### src/hdl/icache_consts.svh
// sizing constants for the direct-mapped instruction cache
// every width in the design follows from these few values
`ifndef ICACHE_CONSTS_SVH
`define ICACHE_CONSTS_SVH

// ----------------------------------------
// base sizes
// ----------------------------------------

// byte address width seen by the core and on the AXI bus
`define ICACHE_AW 32
// number of lines in the direct-mapped store
`define ICACHE_LINES 64
// bytes held by one line
`define ICACHE_LINE_BYTES 16
// width of one AXI read beat
`define ICACHE_AXI_DW 32
// beats needed to refill one line
`define ICACHE_BEATS 4

// ----------------------------------------
// derived field widths
// ----------------------------------------

// byte offset inside a line, then the index that picks the line
`define ICACHE_OFS_W $clog2(`ICACHE_LINE_BYTES)
`define ICACHE_IDX_W $clog2(`ICACHE_LINES)
// the tag is whatever address bits sit above index and offset
`define ICACHE_TAG_W (`ICACHE_AW - `ICACHE_IDX_W - `ICACHE_OFS_W)
// beat counter width and the byte offset inside one beat
`define ICACHE_BEAT_W $clog2(`ICACHE_BEATS)
`define ICACHE_WOFS_W $clog2(`ICACHE_AXI_DW / 8)

`endif

### src/hdl/icachePkg.sv
// shared types of the instruction cache
// request kinds plus the entries kept in the tag and line stores
`default_nettype none

`include "icache_consts.svh"

package icachePkg;

	// ----------------------------------------
	// core request kinds
	// ----------------------------------------

	// fetch reads a line, invLine drops one line if it hits,
	// invAll drops every line at once
	typedef enum logic [1:0] {
		fetch,
		invLine,
		invAll
	} reqKindT;

	// ----------------------------------------
	// store entries
	// ----------------------------------------

	// one full cache line, lowest address in the lowest bits
	typedef logic [`ICACHE_LINE_BYTES*8-1:0] lineT;

	// a tag store entry keeps only the address bits above index and offset
	typedef struct packed {
		logic [`ICACHE_TAG_W-1:0] tag;
	} tagEntryT;

	// a line store entry keeps the data and whether any beat of its
	// refill came back with an error response
	typedef struct packed {
		lineT line;
		logic fault;
	} lineEntryT;

endpackage

`default_nettype wire

### src/hdl/fetchPort.sv
// request stage of the instruction cache
// holds one core request, line-aligned, until the lookup takes it
`timescale 1ns/1ns
`default_nettype none

`include "icache_consts.svh"

module fetchPort (
	input wire logic clk,
	input wire logic rst,
	// core request channel
	input wire logic reqValid,
	output logic reqReady,
	input wire icachePkg::reqKindT reqKind,
	input wire logic [`ICACHE_AW-1:0] reqAdr,
	// link towards the tag lookup
	output logic lkValid,
	input wire logic lkReady,
	output icachePkg::reqKindT lkKind,
	output logic [`ICACHE_AW-1:0] lkAdr
);

	// ----------------------------------------
	// handshakes
	// ----------------------------------------

	logic reqFire;
	logic lkFire;
	logic fullNext;

	// a request is taken when the core offers one and the register is empty
	assign reqFire = reqValid & reqReady;
	// the lookup drains the register on its own handshake
	assign lkFire = lkValid & lkReady;

	// the register fills on a core transfer and stays full until drained
	// reqReady is low whenever full, so both never happen on one edge
	assign fullNext = reqFire | (lkValid & ~lkFire);

	// ----------------------------------------
	// occupancy
	// ----------------------------------------

	// lkValid doubles as the full flag of the one-entry register
	// reqReady is kept as its own flop so the core sees a clean registered
	// ready, it is low in reset and rises on the first edge after it
	always_ff @(posedge clk) begin
		if (rst) begin
			lkValid <= 1'b0;
			reqReady <= 1'b0;
		end else begin
			lkValid <= fullNext;
			reqReady <= ~fullNext;
		end
	end

	// ----------------------------------------
	// payload
	// ----------------------------------------

	// kind and address are captured on the core transfer
	// the byte offset is dropped here so the rest of the cache only ever
	// deals with line-aligned addresses
	always_ff @(posedge clk) begin
		if (reqFire) begin
			lkKind <= reqKind;
			lkAdr <= {reqAdr[`ICACHE_AW-1:`ICACHE_OFS_W], {`ICACHE_OFS_W{1'b0}}};
		end
	end

endmodule

`default_nettype wire

### config.mk
export PLATFORM = sky130hd
export DESIGN_NAME = fetchPort
export DESIGN_NICKNAME = d
export VERILOG_FILES = /design/src/hdl/icachePkg.sv /design/src/hdl/fetchPort.sv
export VERILOG_INCLUDE_DIRS = /design/src /design/src/hdl
export SDC_FILE = /design/constraint.sdc
export NUM_CORES = 1
export LEC_CHECK = 0
export ABC_AREA = 1
export BUFFER_PORTS_ARGS = -buffer_cell sky130_fd_sc_hd__buf_2
export CORE_UTILIZATION = 30
export CTS_BUF_LIST = sky130_fd_sc_hd__clkbuf_16
export DETAILED_ROUTE_END_ITERATION = 12
export GPL_ROUTABILITY_DRIVEN = 0
export PLACE_DENSITY_LB_ADDON = 0.12
export SYNTH_ARGS = -nofsm -noshare
export SYNTH_HDL_FRONTEND = slang
export SYNTH_SLANG_ARGS = --single-unit
### constraint.sdc
create_clock -name clk -period 2.65 [get_ports clk]
set_input_delay 0.1325 -clock clk [delete_from_list [all_inputs] [get_ports clk]]
set_output_delay 0.1325 -clock clk [all_outputs]
set_load 0.01 [all_outputs]
# Yosys cells after proc, flatten, opt, wreduce, memory -nomap -nowiden
# Index checks and enable logic that the tools add are counted.
[classes] n_eq_ne=0 n_lt_le_gt_ge=0 muxes=0 reduce_logical=0 add_sub_neg=0 bitwise_logic=6 n_mul=0 n_div=0 shift=0
[op_table] cell="$and 1x1->1" count=3
[op_table] cell="$not 1->1" count=2
[op_table] cell="$or 1x1->1" count=1
[totals] in_bits=38 register_bits=32 romBits=0 mem_bits_rw=0 memories=0 latch_bits=0

# Depth between registers and ports, before layout
[logic_depth] ltp_word=5 depth_mapped=4

# Worst setup path before layout
# Ideal clock, no wire load.
[synth_path] kind="register -> register" start="register reqReady" end="register lkAdr[10], enable pin" path_slack_ps=1195 t_arrival_ps=1071 setup_time_ps=385 required_ps=2265 path_stages_with_launch=3 synth_period_minus_slack_ps=1455 cell_sequence="dfxtp_1 -> nand2_2 -> inv_1"
[synth_via] elab_chain_cells=1
[synth_lines] element="from (decl)" line="fetchPort.sv:13" rtl="output logic reqReady,"
[synth_lines] element="from (signal assigned)" line="fetchPort.sv:53" rtl="reqReady <= ~fullNext;"
[synth_lines] element="$and 1x1->1" line="fetchPort.sv:32" rtl="assign reqFire = reqValid & reqReady;"
[synth_lines] element="named net reqFire" line="fetchPort.sv:27" rtl="logic reqFire;"
[synth_lines] element="to (signal assigned)" line="fetchPort.sv:67" rtl="lkAdr <= {reqAdr[`ICACHE_AW-1:`ICACHE_OFS_W], {`ICACHE_OFS_W{1'b0}}};"
[synth_lines] element="to (decl)" line="fetchPort.sv:20" rtl="output logic [`ICACHE_AW-1:0] lkAdr"
# The timed path passes the listed nets, and every way through them passes these cells.
# A chain may end at the register's enable or synchronous reset.

# Worst setup path after layout
[layout_path] start="register reqReady" end="register lkAdr[16], enable pin"
# Same word-level chain as after synthesis.

==> flow_summary.yaml <==
clock_network:
  tritoncts: "yes"
  h-tree-depth: 2
  clkLatencyLatePin_ns: 0.27
  cts.sinks: 32
  cts.hold.buffers_added: 0
  path_clk_slew_ns: 0.05
  cts.path.max_buffers: 2
  root_buffer: "clkbuf_16"
  cts_resized: 0
  cts_made_buffers: 5
  postCtsSetupBuffers: 0
die:
  core_um2: 3130
  die_w_um: 60.2
  io_pins: 74
  die_h_um: 60.2
  start_util: 0.325
  rows: 20
  dieArea_um2: 3620
worst_setup_path:
  critPathLaunchType: "register"
  arrival_ns: 1.09
  crit_family: "buffers and inverters"
  required_ns: 2.57
  cp_cell_sequence: "nand2_2, inv_1, buf_4"
  rr_worst_depth: 3
  cp-end-kind: "register"
  reg2reg_slack_ns: 1.49
  slowest_delay_ns: 0.34
  cp_num_buf_inv: 2
  r2r-end: "lkAdr[16]"
  reg2reg_from: "reqReady"
  crit_slowest_cell: "dfxtp_1"
  critPathKind: "register to register"
  cp_max_fo: 30
place:
  dp_cells: 153
  dp_hpwl_mm: 1.24
  portBuffers: 65
routing:
  wl_mm: 1.67
  routed-wl-met2_um: 826
  routed.top_layer: "met4"
  ant_nets: 0
  first_pass_iters: 3
  drc_errors: 0
  wl_met1_um: 617
  vias: 597
  via_per_inst: 3.73
  wl_met3_um: 211
  drtIter0Drc: 7
  wl_per_cell_um: 10.4
timing:
  min_period_over_period: 0.439
  setup_viol: 0
  finalSetupTns_ns: 0
  fmax_mhz: 861
  fin_crit_ns: 1.16
  holdWs_ns: 0.0382
  grt_setup_unrepaired: "false"
  final-hold-violation-count: 0
  fin_skew_ns: 0.00297
  slew_viol_final: 0
final_layout:
  final_cells: 160
  fillerInstances: 281
  drive_gt1_frac: 0.655
  nets: 154
  area_growth_pct: 49.4
  num_antenna_cells: 0
status:
  outcome: "complete, no violations"
pwr:
  vdd_drop_max_mv: 0.279
  p_per_area_nw_per_um2: 765
  p_leak_uw: 0.000662
  total_power_uw: 1160
yosys:
  synth.distinct_cells: 8
  synthCells: 44
  synth.cell_area_um2: 1020
  yosysWarnings: 0
  syn_area_per_cell_um2: 23.1
  ys_seq_elements: 32
  ys_seq_area_frac: 0.926
worst_hold_path:
  worstHoldPathType: "input port to register"
  holdPathStages: 1
  hold_end: "lkAdr[7]"
  min-delay-start: "reqAdr[7]"
global_routing:
  grt_first_pass_wirelength_mm: 2.45
  grtUsageTotal: 0.0999
  overflow: 0
  grt_max_degree: 31
  grt_pass1_vias: 556
  antenna_found_initial: 0
flow_run:
  drv_cap: 0
[worst max path at each step]
stage                         from         to  cells past startpoint
final                     reqReady  lkAdr[16]                      3
after global routing      reqReady  lkAdr[12]                      3
after CTS                 reqReady  lkAdr[10]                      3
after detailed placement  reqReady  lkAdr[24]                      3
after global placement    reqReady  lkAdr[24]                      3
after floorplan           reqReady  lkAdr[10]                      2
[power breakdown]
part | switching [uW] | internal, uW
registers | 4.99 | 581
clock network | 169 | 333
logic | 39.1 | 33.3
[flip-flops by register name (all words and copies together) (netlist names)]
| register | cells |
|---|---|
| lkValid | 1 |
| reqReady | 1 |
| lkAdr | 28 |
| lkKind | 2 |
[cells by family after synthesis]
logic type	synth area share
DFF	0.926
buffers and inverters	0.0369
and+or+nand+nor	0.0246
AOI/OAI and AO/OA	0.00862
other	0.00369
[final cells by class]
| type | count | area (um^2) | share of cell area |
|---|---|---|---|
| Sequential cell | 32 | 941 | 0.620 |
| Timing Repair Buffer | 66 | 333 | 0.219 |
| Clock buffer | 5 | 125 | 0.0824 |
| Tap cell | 44 | 55.1 | 0.0363 |
| Multi-Input combinational cell | 9 | 48.8 | 0.0322 |
| Clock inverter | 2 | 7.51 | 0.00495 |
| Inverter | 2 | 7.51 | 0.00495 |
[Yosys cell counts]
cell	count	share of area
a21oi_2	1	0.0086
nor2_2	1	0.0062
conb_1	1	0.0037
dfxtp_1	2	0.039
nand2_2	3	0.018
buf_4	4	0.030
inv_1	2	0.0074
edfxtp_1	30	0.89
[layout by cell type, fill, tap and decap left out]
cell type,n
dfxtp_1,2
nor2_2,1
buf_4,1
buf_2,65
conb_1,4
edfxtp_1,30
nand2_2,3
inv_1,2
a21oi_2,1
clkinv_1,2
clkbuf_16,5
[worst reg2reg max path: stages (launching register included)]
cell     delay (ns)
dfxtp_1        0.34
nand2_2        0.08
inv_1          0.06
buf_4          0.34
[routing by layer]
layer | track usage | up-vias
li1 | - | 294
met4 | 0.0399 | 0
met3 | 0.0714 | 2
met1 | 0.108 | 263
met2 | 0.149 | 38
met5 | 0 | -
[through the flow]
stage | setup slack, ns | utilization | area (um^2)
final | 1.49 | 0.485 | 1520
after detailed placement | 1.48 | 0.443 | 1390
after floorplan | 1.19 | - | 1030
after global placement | 1.51 | 0.443 | 1390
after CTS | 1.47 | 0.485 | 1520
after global routing | 1.40 | 0.485 | 1520
(Power assumes the default switching activity.)
