--- src/hdl/icache_consts.svh ---
// sizing constants for the direct-mapped instruction cache
// every width in the design follows from these few values
`ifndef ICACHE_CONSTS_SVH
`define ICACHE_CONSTS_SVH

// ----------------------------------------
// base sizes
// ----------------------------------------

// byte address width seen by the core and on the AXI bus
`define ICACHE_AW 32
// number of lines in the direct-mapped store
`define ICACHE_LINES 64
// bytes held by one line
`define ICACHE_LINE_BYTES 16
// width of one AXI read beat
`define ICACHE_AXI_DW 32
// beats needed to refill one line
`define ICACHE_BEATS 4

// ----------------------------------------
// derived field widths
// ----------------------------------------

// byte offset inside a line, then the index that picks the line
`define ICACHE_OFS_W $clog2(`ICACHE_LINE_BYTES)
`define ICACHE_IDX_W $clog2(`ICACHE_LINES)
// the tag is whatever address bits sit above index and offset
`define ICACHE_TAG_W (`ICACHE_AW - `ICACHE_IDX_W - `ICACHE_OFS_W)
// beat counter width and the byte offset inside one beat
`define ICACHE_BEAT_W $clog2(`ICACHE_BEATS)
`define ICACHE_WOFS_W $clog2(`ICACHE_AXI_DW / 8)

`endif

--- src/hdl/icachePkg.sv ---
// shared types of the instruction cache
// request kinds plus the entries kept in the tag and line stores
`default_nettype none

`include "icache_consts.svh"

package icachePkg;

	// ----------------------------------------
	// core request kinds
	// ----------------------------------------

	// fetch reads a line, invLine drops one line if it hits,
	// invAll drops every line at once
	typedef enum logic [1:0] {
		fetch,
		invLine,
		invAll
	} reqKindT;

	// ----------------------------------------
	// store entries
	// ----------------------------------------

	// one full cache line, lowest address in the lowest bits
	typedef logic [`ICACHE_LINE_BYTES*8-1:0] lineT;

	// a tag store entry keeps only the address bits above index and offset
	typedef struct packed {
		logic [`ICACHE_TAG_W-1:0] tag;
	} tagEntryT;

	// a line store entry keeps the data and whether any beat of its
	// refill came back with an error response
	typedef struct packed {
		lineT line;
		logic fault;
	} lineEntryT;

endpackage

`default_nettype wire

--- src/hdl/fillMaster.sv ---
// refill engine of the instruction cache
// AXI4-Lite read master that gathers four beats into one line and a fault flag
`timescale 1ns/1ns
`default_nettype none

`include "icache_consts.svh"

module fillMaster (
	input wire logic clk,
	input wire logic rst,
	// refill link from the lookup
	input wire logic fillStart,
	input wire logic [`ICACHE_AW-1:0] fillAdr,
	output logic fillDone,
	output icachePkg::lineT fillLine,
	output logic fillFault,
	// AXI4-Lite read address channel
	output logic arvalid,
	input wire logic arready,
	output logic [`ICACHE_AW-1:0] araddr,
	output logic [2:0] arprot,
	// AXI4-Lite read data channel
	input wire logic rvalid,
	output logic rready,
	input wire logic [`ICACHE_AXI_DW-1:0] rdata,
	input wire logic [1:0] rresp
);

	// each beat takes an address phase and then a data phase
	typedef enum logic [1:0] {stIdle, stAr, stR} stateT;

	stateT state;
	logic [`ICACHE_AW-1:0] baseQ;
	logic [`ICACHE_BEAT_W-1:0] beatQ;
	logic arFire;
	logic rFire;
	logic lastBeat;

	// ----------------------------------------
	// bus signals
	// ----------------------------------------

	assign arvalid = (state == stAr);
	assign rready = (state == stR);
	// unprivileged, secure, data access
	assign arprot = 3'b000;

	// word address of the current beat, built from registers only so it
	// cannot move while arvalid waits for arready
	assign araddr = {baseQ[`ICACHE_AW-1:`ICACHE_OFS_W], beatQ, {`ICACHE_WOFS_W{1'b0}}};

	assign arFire = arvalid & arready;
	assign rFire = rvalid & rready;
	// beat count is a power of two, so the last beat is all ones
	assign lastBeat = &beatQ;

	// ----------------------------------------
	// beat sequencing
	// ----------------------------------------

	// only one beat is outstanding, the next address goes out after the
	// previous data returned, so a line costs at least eight cycles
	always_ff @(posedge clk) begin
		if (rst) begin
			state <= stIdle;
			fillDone <= 1'b0;
		end else begin
			fillDone <= 1'b0;
			case (state)
				stIdle: begin
					if (fillStart) begin
						state <= stAr;
					end
				end
				stAr: begin
					if (arFire) begin
						state <= stR;
					end
				end
				stR: begin
					if (rFire) begin
						if (lastBeat) begin
							state <= stIdle;
							fillDone <= 1'b1;
						end else begin
							state <= stAr;
						end
					end
				end
				default: state <= stIdle;
			endcase
		end
	end

	// ----------------------------------------
	// line assembly
	// ----------------------------------------

	// a new fill restarts the beat count and clears the merged fault
	// each returned word goes into its own lane, beat 0 in the low bits
	// any response other than OKAY marks the whole line as faulted
	always_ff @(posedge clk) begin
		if (state == stIdle && fillStart) begin
			baseQ <= fillAdr;
			beatQ <= '0;
			fillFault <= 1'b0;
		end else if (rFire) begin
			fillLine[beatQ*`ICACHE_AXI_DW +: `ICACHE_AXI_DW] <= rdata;
			fillFault <= fillFault | (rresp != 2'b00);
			beatQ <= beatQ + 1'b1;
		end
	end

endmodule

`default_nettype wire

--- config.mk ---
export PLATFORM = sky130hd
export DESIGN_NAME = fillMaster
export DESIGN_NICKNAME = d
export VERILOG_FILES = /design/src/hdl/icachePkg.sv /design/src/hdl/fillMaster.sv
export VERILOG_INCLUDE_DIRS = /design/src /design/src/hdl
export SDC_FILE = /design/constraint.sdc
export NUM_CORES = 1
export LEC_CHECK = 0
export BUFFER_PORTS_ARGS = -buffer_cell sky130_fd_sc_hd__buf_2
export CAP_MARGIN = 5
export CORE_MARGIN = 2
export CORE_UTILIZATION = 48
export DETAILED_ROUTE_END_ITERATION = 16
export GPL_TIMING_DRIVEN = 0
export HOLD_SLACK_MARGIN = 0.1
export PLACE_DENSITY = 0.9
export SLEW_MARGIN = 20
export SYNTH_ARGS = -nofsm -noshare
export SYNTH_HDL_FRONTEND = slang
export SYNTH_SLANG_ARGS = --single-unit
--- constraint.sdc ---
create_clock -name clk -period 3.9 [get_ports clk]
set_input_delay 0.39 -clock clk [delete_from_list [all_inputs] [get_ports clk]]
set_output_delay 0.39 -clock clk [all_outputs]
set_load 0.03 [all_outputs]
# After elaboration in Yosys (flattened, before gate mapping)
# Cells that the tools add are included.
dict set report totals {
  ramBits 0
  register_bits 166
  rom_bits 0
  output_inout_bits 167
  latchBits 0
  word_cells 35
  memories 0
}
dict set report classes {
  n_eq_ne 5
  order_cmp 0
  shifts 2
  div_mod_pow 0
  n_reduce_logical 7
  bitwise 6
  mux 7
  n_addsub 2
  n_mul 0
}
# operator n
set ops {}
lappend ops {{$bwmux 128} 1}
lappend ops {{$shift 32x34->128 const A} 1}
lappend ops {{$shiftx 32x34->128} 1}
lappend ops {{$neg 7->34} 1}
lappend ops {{$mux 2} 3}
lappend ops {{$pmux 2 s3} 1}
lappend ops {{$ne 2x1->1 const B} 2}
lappend ops {{$reduce_and 2->1} 2}
lappend ops {{$not 1->1} 3}
lappend ops {{$reduce_and 3->1} 1}
lappend ops {{$reduce_or 3->1} 1}
lappend ops {{$add 2x1->2 const B} 1}
lappend ops {{$and 1x1->1} 2}
lappend ops {{$eq 2x1->1 const B} 1}
lappend ops {{$eq 2x2->1 const B} 1}
lappend ops {{$logic_not 2->1} 1}
lappend ops {{$mux 1} 2}
lappend ops {{$ne 2x2->1 const B} 1}
lappend ops {{$reduce_bool 2->1} 1}
lappend ops {{$logic_and 1x1->1} 1}
lappend ops {{$or 1x1->1} 1}

# Depth between registers and ports, before layout
# Gate-level depths: netlist of run 1.
dict set report logic_depth {
  depth_word 4
  depth_mapped 5
  depth_no_buf 4
}

# Least setup slack after synthesis of run 1
# Ideal clock, no wire load.
dict set report synth_path {
  kind {reg-to-reg}
  start {reg state[0]}
  end {reg baseQ[10], enable pin}
  setup_slack_ns 0.837
  n_path_buf 1
  synth_period_minus_slack_ns 3.063
  setup_ns 0.457
  path_stages_with_launch 3
  arrival_time_ns 2.606
  path_cell_list {dfxtp_1 > buf_2 > nor3b_1}
}
dict set report synth_via {
  elab_chain_cells 2
}
# item line_no
set synth_lines {}
lappend synth_lines {{from (decl)} fillMaster.sv:32} ;# stateT state;
lappend synth_lines {{from (signal assigned)} fillMaster.sv:65} ;# state <= stIdle;
lappend synth_lines {{from (signal assigned)} fillMaster.sv:72} ;# state <= stAr;
lappend synth_lines {{from (signal assigned)} fillMaster.sv:77} ;# state <= stR;
lappend synth_lines {{$logic_not 2->1} fillMaster.sv:103} ;# if (state == stIdle && fillStart) begin
lappend synth_lines {{$logic_and 1x1->1} fillMaster.sv:103}
lappend synth_lines {{to (signal assigned)} fillMaster.sv:104} ;# baseQ <= fillAdr;
lappend synth_lines {{to (decl)} fillMaster.sv:33} ;# logic [`ICACHE_AW-1:0] baseQ;
# No other way between the ends.
# A chain may end at the register's enable or synchronous reset.

# Final worst setup path of run 1
dict set report layout_path {
  start {reg beatQ[0]}
  end {reg fillLine[101], data pin}
}
dict set report layout_via {
  elab_chain_cells 3
  word_cells_on_any_way 4
  cone_classes {1 x add/sub; 2 x shift; 1 x mux}
}
# item line_no
set layout_lines {}
lappend layout_lines {{from (decl)} fillMaster.sv:34} ;# logic [`ICACHE_BEAT_W-1:0] beatQ;
lappend layout_lines {{from (signal assigned)} fillMaster.sv:110} ;# beatQ <= beatQ + 1'b1;
lappend layout_lines {{$neg 7->34 (*)} fillMaster.sv:108} ;# fillLine[beatQ*`ICACHE_AXI_DW +: `ICACHE_AXI_DW] <= rdata;
lappend layout_lines {{$shiftx 32x34->128 or $shift 32x34->128 (tied branches)} fillMaster.sv:108}
lappend layout_lines {{$bwmux 128 (*)} fillMaster.sv:108}
lappend layout_lines {{to (signal, indexed assignment)} fillMaster.sv:108}
lappend layout_lines {{to (decl)} fillMaster.sv:15} ;# output icachePkg::lineT fillLine,
# Every way passes the cells marked *; elsewhere a longest branch is shown, timed or not.

==> results of run 1 <==
==> per-stage QoR <==
| step | hold WS (ns) | setup WS [ns] |
|---|---|---|
| after floorplan | 0.459 | 0.837 |
| after global placement | 0.457 | 0.357 |
| after detailed placement | 0.464 | 1.61 |
| after CTS | 0.126 | 1.58 |
| after global routing | 0.122 | 1.40 |
| final | 0.144 | 1.63 |
==> per-layer routing <==
layer  GRT usage  up-vias  wire length, um
met3      0.0602       17              883
met4      0.0746        2              155
met2       0.362      173             7540
li1            -     1756                -
met1       0.258     1908             5700
met5           0        -               13
==> kinds of logic after synthesis <==
kind of cell             Yosys count  synth area share
AO/OA/AOI/OAI                      7           0.00929
adder cells (fa/ha/maj)            6            0.0124
buffers and inverters             22            0.0225
flip-flops                       162             0.793
other                              1          0.000619
AND/OR/NAND/NOR                  151             0.163
==> Yosys cell counts <==
master,n
edfxtp_1,156
nor3b_1,2
and4bb_1,1
inv_1,3
and2_1,126
clkbuf_1,1
and3b_1,1
and4_1,1
o32ai_1,1
buf_2,10
dfxtp_1,6
conb_1,1
and4b_1,1
and3_1,4
nand2_1,2
buf_4,5
or3b_2,1
ha_1,6
buf_6,3
nor4b_4,1
o22ai_1,1
o21ba_2,1
nor3b_2,1
nand3b_1,2
o221ai_1,2
a21oi_1,1
a211o_1,1
nor2b_1,3
nor2_1,3
nand4b_1,1
nand4bb_1,1
==> critical path, cell delays in order (launching register included) <==
cell and delay, ns:
dfxtp_1 0.63, inv_1 0.21, ha_1 0.44, nor3b_2 0.32
buf_2 0.33, and2_1 0.19
==> registers in the layout, indices dropped and copies added (netlist names) <==
register and cells:
fillLine 128, baseQ 28, beatQ 2, state 2
fillDone 1, fillFault 1
==> path summary, 6_finish.rpt <==
path | startpoint | to | slack [ns] | cells past startpoint
min | fillAdr[27] | baseQ[27] | 0.14 | 1
max | beatQ[0] | fillLine[101] | 1.63 | 5
min reg2reg | fillFault | fillFault | 0.47 | 2
max reg2reg | beatQ[0] | fillLine[101] | 1.63 | 5
==> power groups by stage <==
stage	Clock, mW	Combinational [mW]	Sequential, mW
after floorplan	0	0.119	2.06
after global placement	0	0.289	2.00
after detailed placement	0	0.305	2.00
after CTS	1.71	0.307	1.96
after global routing	1.77	0.330	1.96
final	1.69	0.304	1.96
==> final cells by class <==
class	instances	area, um^2
clock buffer	17	425
inverter	3	11.3
buffer	19	125
fill	885	4300
clock inverter	15	183
timing repair buffer	234	1260
sequential	162	4800
tap	172	215
multi-input combinational	169	1150
==> summary.md, run 1 <==
| Metric | Value |
|---|---|
| Post-CTS resize count | 0 |
| Via density | 4.87 |
| Psw | 0.881 mW |
| Placed cell areas | 7560 um^2 |
| Crit. End Element | flip-flop |
| CTS tree | yes |
| # hold bufs at CTS | 0 |
| Max-slew violation count | 0 |
| # setup viols final | 0 |
| DRT Pass-1 Iters | 4 |
| Commonest non-fill, non-tap cell in the layout | buf_2 |
| Port Buffers | 228 |
| CORE AREA | 12500 um^2 |
| I/O pin count | 238 |
| Mapped cell area | 6060 um^2 |
| First-pass GRT wire length | 20200 um |
| Mapped Cells | 349 |
| Status | complete, no violations |
| Finished Layout Cells | 791 |
| Sequential Power Share | 0.496 |
| Clock Tree Buf Depth | 2 |
| Final wirelength | 14300 um |
| Fin Clk Skew | 0.00622 ns |
| Sequential area share after synthesis | 0.793 |
| Leakage Power | 3.29 nW |
| Final layout net count | 683 |
| Most frequent cells in the layout | 238 x buf_2, 156 x edfxtp_1, 126 x and2_1, 17 x clkbuf_16, 7 x buf_4 |
| Sum Neg Setup Slack | 0 ns |
| Worst path arrival time | 2.55 ns |
| Worst Path Required | 4.18 ns |
| Total CTS buffers | 17 |
| Vias | 3856 |
| HPWL after DPL | 10000 um |
| Fin area | 8170 um^2 |
| Share of layout cells above drive strength 1 | 0.472 |
| P&R area growth vs syn | 34.8% |
| Warnings from Yosys | 0 |
| Comb pwr share | 0.077 |
| Int Pwr | 3.07 mW |
| GPL Wtd Cong | 0.799 |
| Antenna Nets Post-Route | 0 |
| Die area | 13500 um^2 |
| Root buffer cell | clkbuf_16 |
| Clock transition at path regs | 0.06 ns |
| Starting density of the core | 0.486 |
| Largest area contributor in the synthesized netlist | edfxtp_1 |
| # clock sinks | 162 |
| # Max-Cap Violations | 0 |
| Clk_lat worst skew | 0.42 ns |
| Die height | 116 um |
| H-tree depth | 4 |
| Share of the core filled with cells | 0.655 |
| Row cnt | 41 |
| Max frequency | 0.441 GHz |
| Critical Path Start Type | flip-flop |
| Cells after DPL | 759 |
| GRT overflow | 0 |
| Antenna violations before repair | 1 |
| Final Power | 3.95 mW |
| Vias in the first global route | 3652 |
| CP Class | reg -> reg |
| Min-delay worst type | in -> reg |
| RSZ-0062 raised after global routing | no |
| Tcrit/Tclk final | 0.582 |
| Fin crit period | 2.27 ns |
| # DRC | 0 |
| Mapped Avg Cell Area | 17.4 um^2 |
| FF+latch count, synth | 162 |
| Rel. slew slack | 0.659 |
| Maximum number of pins on one net before global-route repair | 25 |
| Post-CTS Setup Inserts | 0 |
| Post-synth top area share | 0.773 |
| Worst-Margin Slew | 0.509 ns |
| Iter 0 DRT Violations | 340 |
| Dominant cells by area after synthesis | edfxtp_1 77%, and2_1 13%, dfxtp_1 2.0%, ha_1 1.2%, buf_2 0.83% |
| Die width | 116 um |
| PwrDens | 483 nW/um^2 |
| N_diodes | 0 |
| WL/cell | 18.1 um |
| Switching Fraction | 0.223 |
| Yosys cell types | 31 |
| Peak supply drop | 0.293 mV |
| Hold Vio Cnt, Final | 0 |
| Clock power share | 0.427 |
| CP max FO | 13 |
| GRT Total Usage | 0.211 |
Note: power is estimated with default switching activity, not from simulation.
==> run 2, diff against run 1 <==
--- a/config.mk
+++ b/config.mk
@@ -6,6 +6,7 @@
 export SDC_FILE = /design/constraint.sdc
 export NUM_CORES = 1
 export LEC_CHECK = 0
+export ABC_AREA = 1
 export BUFFER_PORTS_ARGS = -buffer_cell sky130_fd_sc_hd__buf_2
 export CAP_MARGIN = 5
 export CORE_MARGIN = 2
==> constraint.sdc (replaced) <==
create_clock -name clk -period 2.3 [get_ports clk]
set_input_delay 0.23 -clock clk [delete_from_list [all_inputs] [get_ports clk]]
set_output_delay 0.23 -clock clk [all_outputs]
set_load 0.03 [all_outputs]
==> run 2 against run 1 <==
  * Register-to-register slack worse by 1.4 ns
  * Die area is 0.71% higher
  * Fmax is 11% higher
  * Largest power group unchanged
  * Critical path type unchanged
==> summary.md, run 2 <==
| Metric | Value |
|---|---|
| Share of layout cells above drive strength 1 | 0.419 (-0.0525) |
| Row cnt | 41 (unchanged) |
| Final layout net count | 801 (+17%) |
| CP max FO | 17 (+4) |
| Largest register FFs | 128 (unchanged) |
| # Max-Cap Violations | 0 (unchanged) |
| FF+latch count, synth | 162 (unchanged) |
| Synth Area in XOR/XNOR | 0 (unchanged) |
| Worst setup path start | beatQ[0] |
| GRT overflow | 0 (unchanged) |
| Ys flop type | edfxtp_1 |
| HPWL after DPL | 12300 um (+23%) |
| Largest area contributor in the synthesized netlist | edfxtp_1 |
| GPL Wtd Cong | 0.908 (+14%) |
| H-tree depth | 4 (unchanged) |
| WL/cell | 18.7 um (+3.4%) |
| Int Pwr | 4.87 mW (+59%) |
| N_diodes | 0 (unchanged) |
| Warnings from Yosys | 0 (unchanged) |
| Most frequent cells in the layout | 238 x buf_2, 156 x edfxtp_1, 98 x nor2_1, 46 x inv_1, 42 x nand2_1 |
| RSZ-0062 raised after global routing | no |
| Async set-reset flop share out of synthesis | 0 (unchanged) |
| Max frequency | 0.488 GHz (+11%) |
| First-pass GRT wire length | 24600 um (+22%) |
| I/O pin count | 238 (unchanged) |
| Post-CTS resize count | 0 (unchanged) |
| Hold Vio Cnt, Final | 0 (unchanged) |
| DRT Pass-1 Iters | 6 (+2) |
| Die width | 117 um (+0.36%) |
| Antenna Nets Post-Route | 0 (unchanged) |
| Worst-Margin Slew | 0.590 ns (+0.0812 ns) |
| Vias in the first global route | 4534 (+24%) |
| Crit. End Element | flip-flop |
| Critical Path Start Type | flip-flop |
| Maximum number of pins on one net before global-route repair | 26 (+4.0%) |
| Mux contribution to synthesized area | 0 (unchanged) |
| Worst r2r dst | fillLine[7] |
| # clock sinks | 162 (unchanged) |
| R2r worst-path depth | 6 (+1) |
| Most frequent cells after synthesis | 156 x edfxtp_1, 102 x nor2_1, 46 x inv_1 |
| Die height | 117 um (+0.36%) |
| Compound-gate portion of the synthesized area | 0.00328 (-0.00601) |
| Sequential Power Share | 0.513 (+0.017) |
| Final wirelength | 17000 um (+19%) |
| R2r setup slk | 0.25 ns (-1.38 ns) |
| Clock Tree Buf Depth | 2 (unchanged) |
| Area share of and/or/nand/nor cells after synthesis | 0.137 (-0.0252) |
| Fin Clk Skew | 0.00469 ns (-0.00153 ns) |
| Mapped cell area | 6110 um^2 (+0.74%) |
| Final worst slack | 0.249 ns (-1.38 ns) |
| Die area | 13600 um^2 (+0.71%) |
| Root buffer cell | clkbuf_16 |
| CTS tree | yes |
| Status | complete, no violations |
| Cells after DPL | 847 (+12%) |
| PwrDens | 761 nW/um^2 (+57%) |
| Largest family of logic cells by synthesized area | simple AND/OR/NAND/NOR gates |
| Mapped Avg Cell Area | 13.9 um^2 (-20%) |
| Worst setup path end | fillLine[7] |
| Total CTS buffers | 17 (unchanged) |
| Synth Area in Adders | 0.0123 (-0.0000913) |
| Number of synthesized flops with an enable pin | 156 (unchanged) |
| CP Class | reg -> reg |
| Starting density of the core | 0.488 (+0.00161) |
| Dominant cells by area after synthesis | edfxtp_1 77%, nor2_1 6.3%, inv_1 2.8%, nand2_1 2.6%, nor3_1 2.3% |
| Tcrit/Tclk final | 0.892 (+0.310) |
| Port Buffers | 228 (unchanged) |
| Count leader, synth | edfxtp_1 |
| Leakage Power | 3.22 nW (-1.9%) |
| Vias | 4478 (+16%) |
| Clk_lat worst skew | 0.43 ns (about the same) |
| Largest registers | fillLine (128), baseQ (28) |
| Max-slew violation count | 0 (unchanged) |
| Commonest non-fill, non-tap cell in the layout | buf_2 |
| Mapped Cells | 438 (+26%) |
| Antenna violations before repair | 0 (-1) |
| CORE AREA | 12500 um^2 (+0.41%) |
| Clock transition at path regs | 0.06 ns (about the same) |
| Yosys cell types | 21 (-32%) |
| Fin area | 8480 um^2 (+3.8%) |
| Final Power | 6.45 mW (+63%) |
| # setup viols final | 0 (unchanged) |
| Finished Layout Cells | 909 (+15%) |
| Dpl ws | 0.269 ns (-1.34 ns) |
| Post-synth top area share | 0.767 (-0.00570) |
| Rel. slew slack | 0.605 (-0.0539) |
| Iter 0 DRT Violations | 506 (+49%) |
| Psw | 1.58 mW (+80%) |
| Top reg by flops | fillLine |
| Via density | 4.93 (+1.1%) |
| Min-delay worst type | in -> reg |
| Comb pwr share | 0.090 (+0.013) |
| Placed cell areas | 7640 um^2 (+1.1%) |
| GRT Total Usage | 0.256 (+0.0445) |
| Clock power share | 0.396 (-0.031) |
| Worst Path Required | 2.43 ns (-1.75 ns) |
| FF-to-FF Start | beatQ[0] |
| Peak supply drop | 0.528 mV (+80%) |
| P&R area growth vs syn | 38.9% |
| Switching Fraction | 0.245 (+0.0220) |
| Sequential area share after synthesis | 0.787 (-0.00585) |
| Worst path arrival time | 2.18 ns (-0.37 ns) |
| # DRC | 0 (unchanged) |
| FILL cells | 866 (-2.1%) |
| Fin crit period | 2.05 ns (-0.218 ns) |
==> run 2: per-layer routing <==
layer,GRT usage,share of wire,vias up
li1,-,-,2040
met1,0.279,0.36,2087
met2,0.444,0.50,301
met3,0.0947,0.10,50
met4,0.120,0.035,0
met5,0,0,-
==> run 2: cell families (layout without fill, tap and decap cells) <==
group	count (synthesis)	after routing
AND/OR/NAND/NOR	190	190
flip-flops	162	162
buffers and inverters	75	370
adder cells (fa/ha/maj)	6	6
AO/OA/AOI/OAI	4	4
other	1	5
==> run 2: worst max-delay path, stage by stage, from the launching register on <==
cell,delay [ns]
dfxtp_1,0.38
buf_6,0.16
inv_4,0.10
ha_1,0.28
inv_1,0.12
nor2_4,0.48
buf_16,0.23
==> run 2: area by class of cell <==
| type | instances | area (um^2) | area share |
|---|---|---|---|
| Multi-Input combinational cell | 205 | 995 | 0.117 |
| Buffer | 24 | 170 | 0.0201 |
| Inverter | 51 | 194 | 0.0229 |
| Sequential cell | 162 | 4800 | 0.566 |
| Clock buffer | 17 | 425 | 0.0502 |
| Clock inverter | 15 | 111 | 0.0131 |
| Tap cell | 172 | 215 | 0.0254 |
| Timing Repair Buffer | 263 | 1570 | 0.185 |
==> run 2: timing repair <==
item / in CTS / in global routing
endpoints found under the hold margin: 31 / 0
setup buffers: 0 / 0
hold buffers: 30 / 0
==> run 2: stage by stage <==
stage / hold WS (ns) / setup TNS, ns / util
floorplan: 0.299 / -0.0479 / -
global placement: 0.399 / -24.18 / 0.599
detailed placement: 0.408 / 0 / 0.611
CTS: 0.101 / 0 / 0.678
global route: 0.132 / 0 / 0.678
finish: 0.128 / 0 / 0.678
==> run 2: power by group through the flow <==
stage	clock, mW	combinational, mW	sequential, mW
2_1_floorplan	0	0.218	3.48
4_1_cts	2.57	0.577	3.31
3_5_place_dp	0	0.535	3.37
5_1_grt	2.68	0.624	3.32
3_3_place_gp	0	0.512	3.37
6_report	2.56	0.582	3.31
==> run 2: worst min path at each step <==
| stage | start | slack (ns) | endpoint | cells past startpoint |
|---|---|---|---|---|
| 6_report | rvalid | 0.13 | beatQ[1] | 3 |
| 5_1_grt | rvalid | 0.13 | beatQ[1] | 3 |
| 4_1_cts | rvalid | 0.10 | beatQ[1] | 3 |
| 3_5_place_dp | fillAdr[10] | 0.41 | baseQ[10] | 1 |
| 3_3_place_gp | rst | 0.40 | state[1] | 2 |
| 2_1_floorplan | rst | 0.30 | state[1] | 1 |
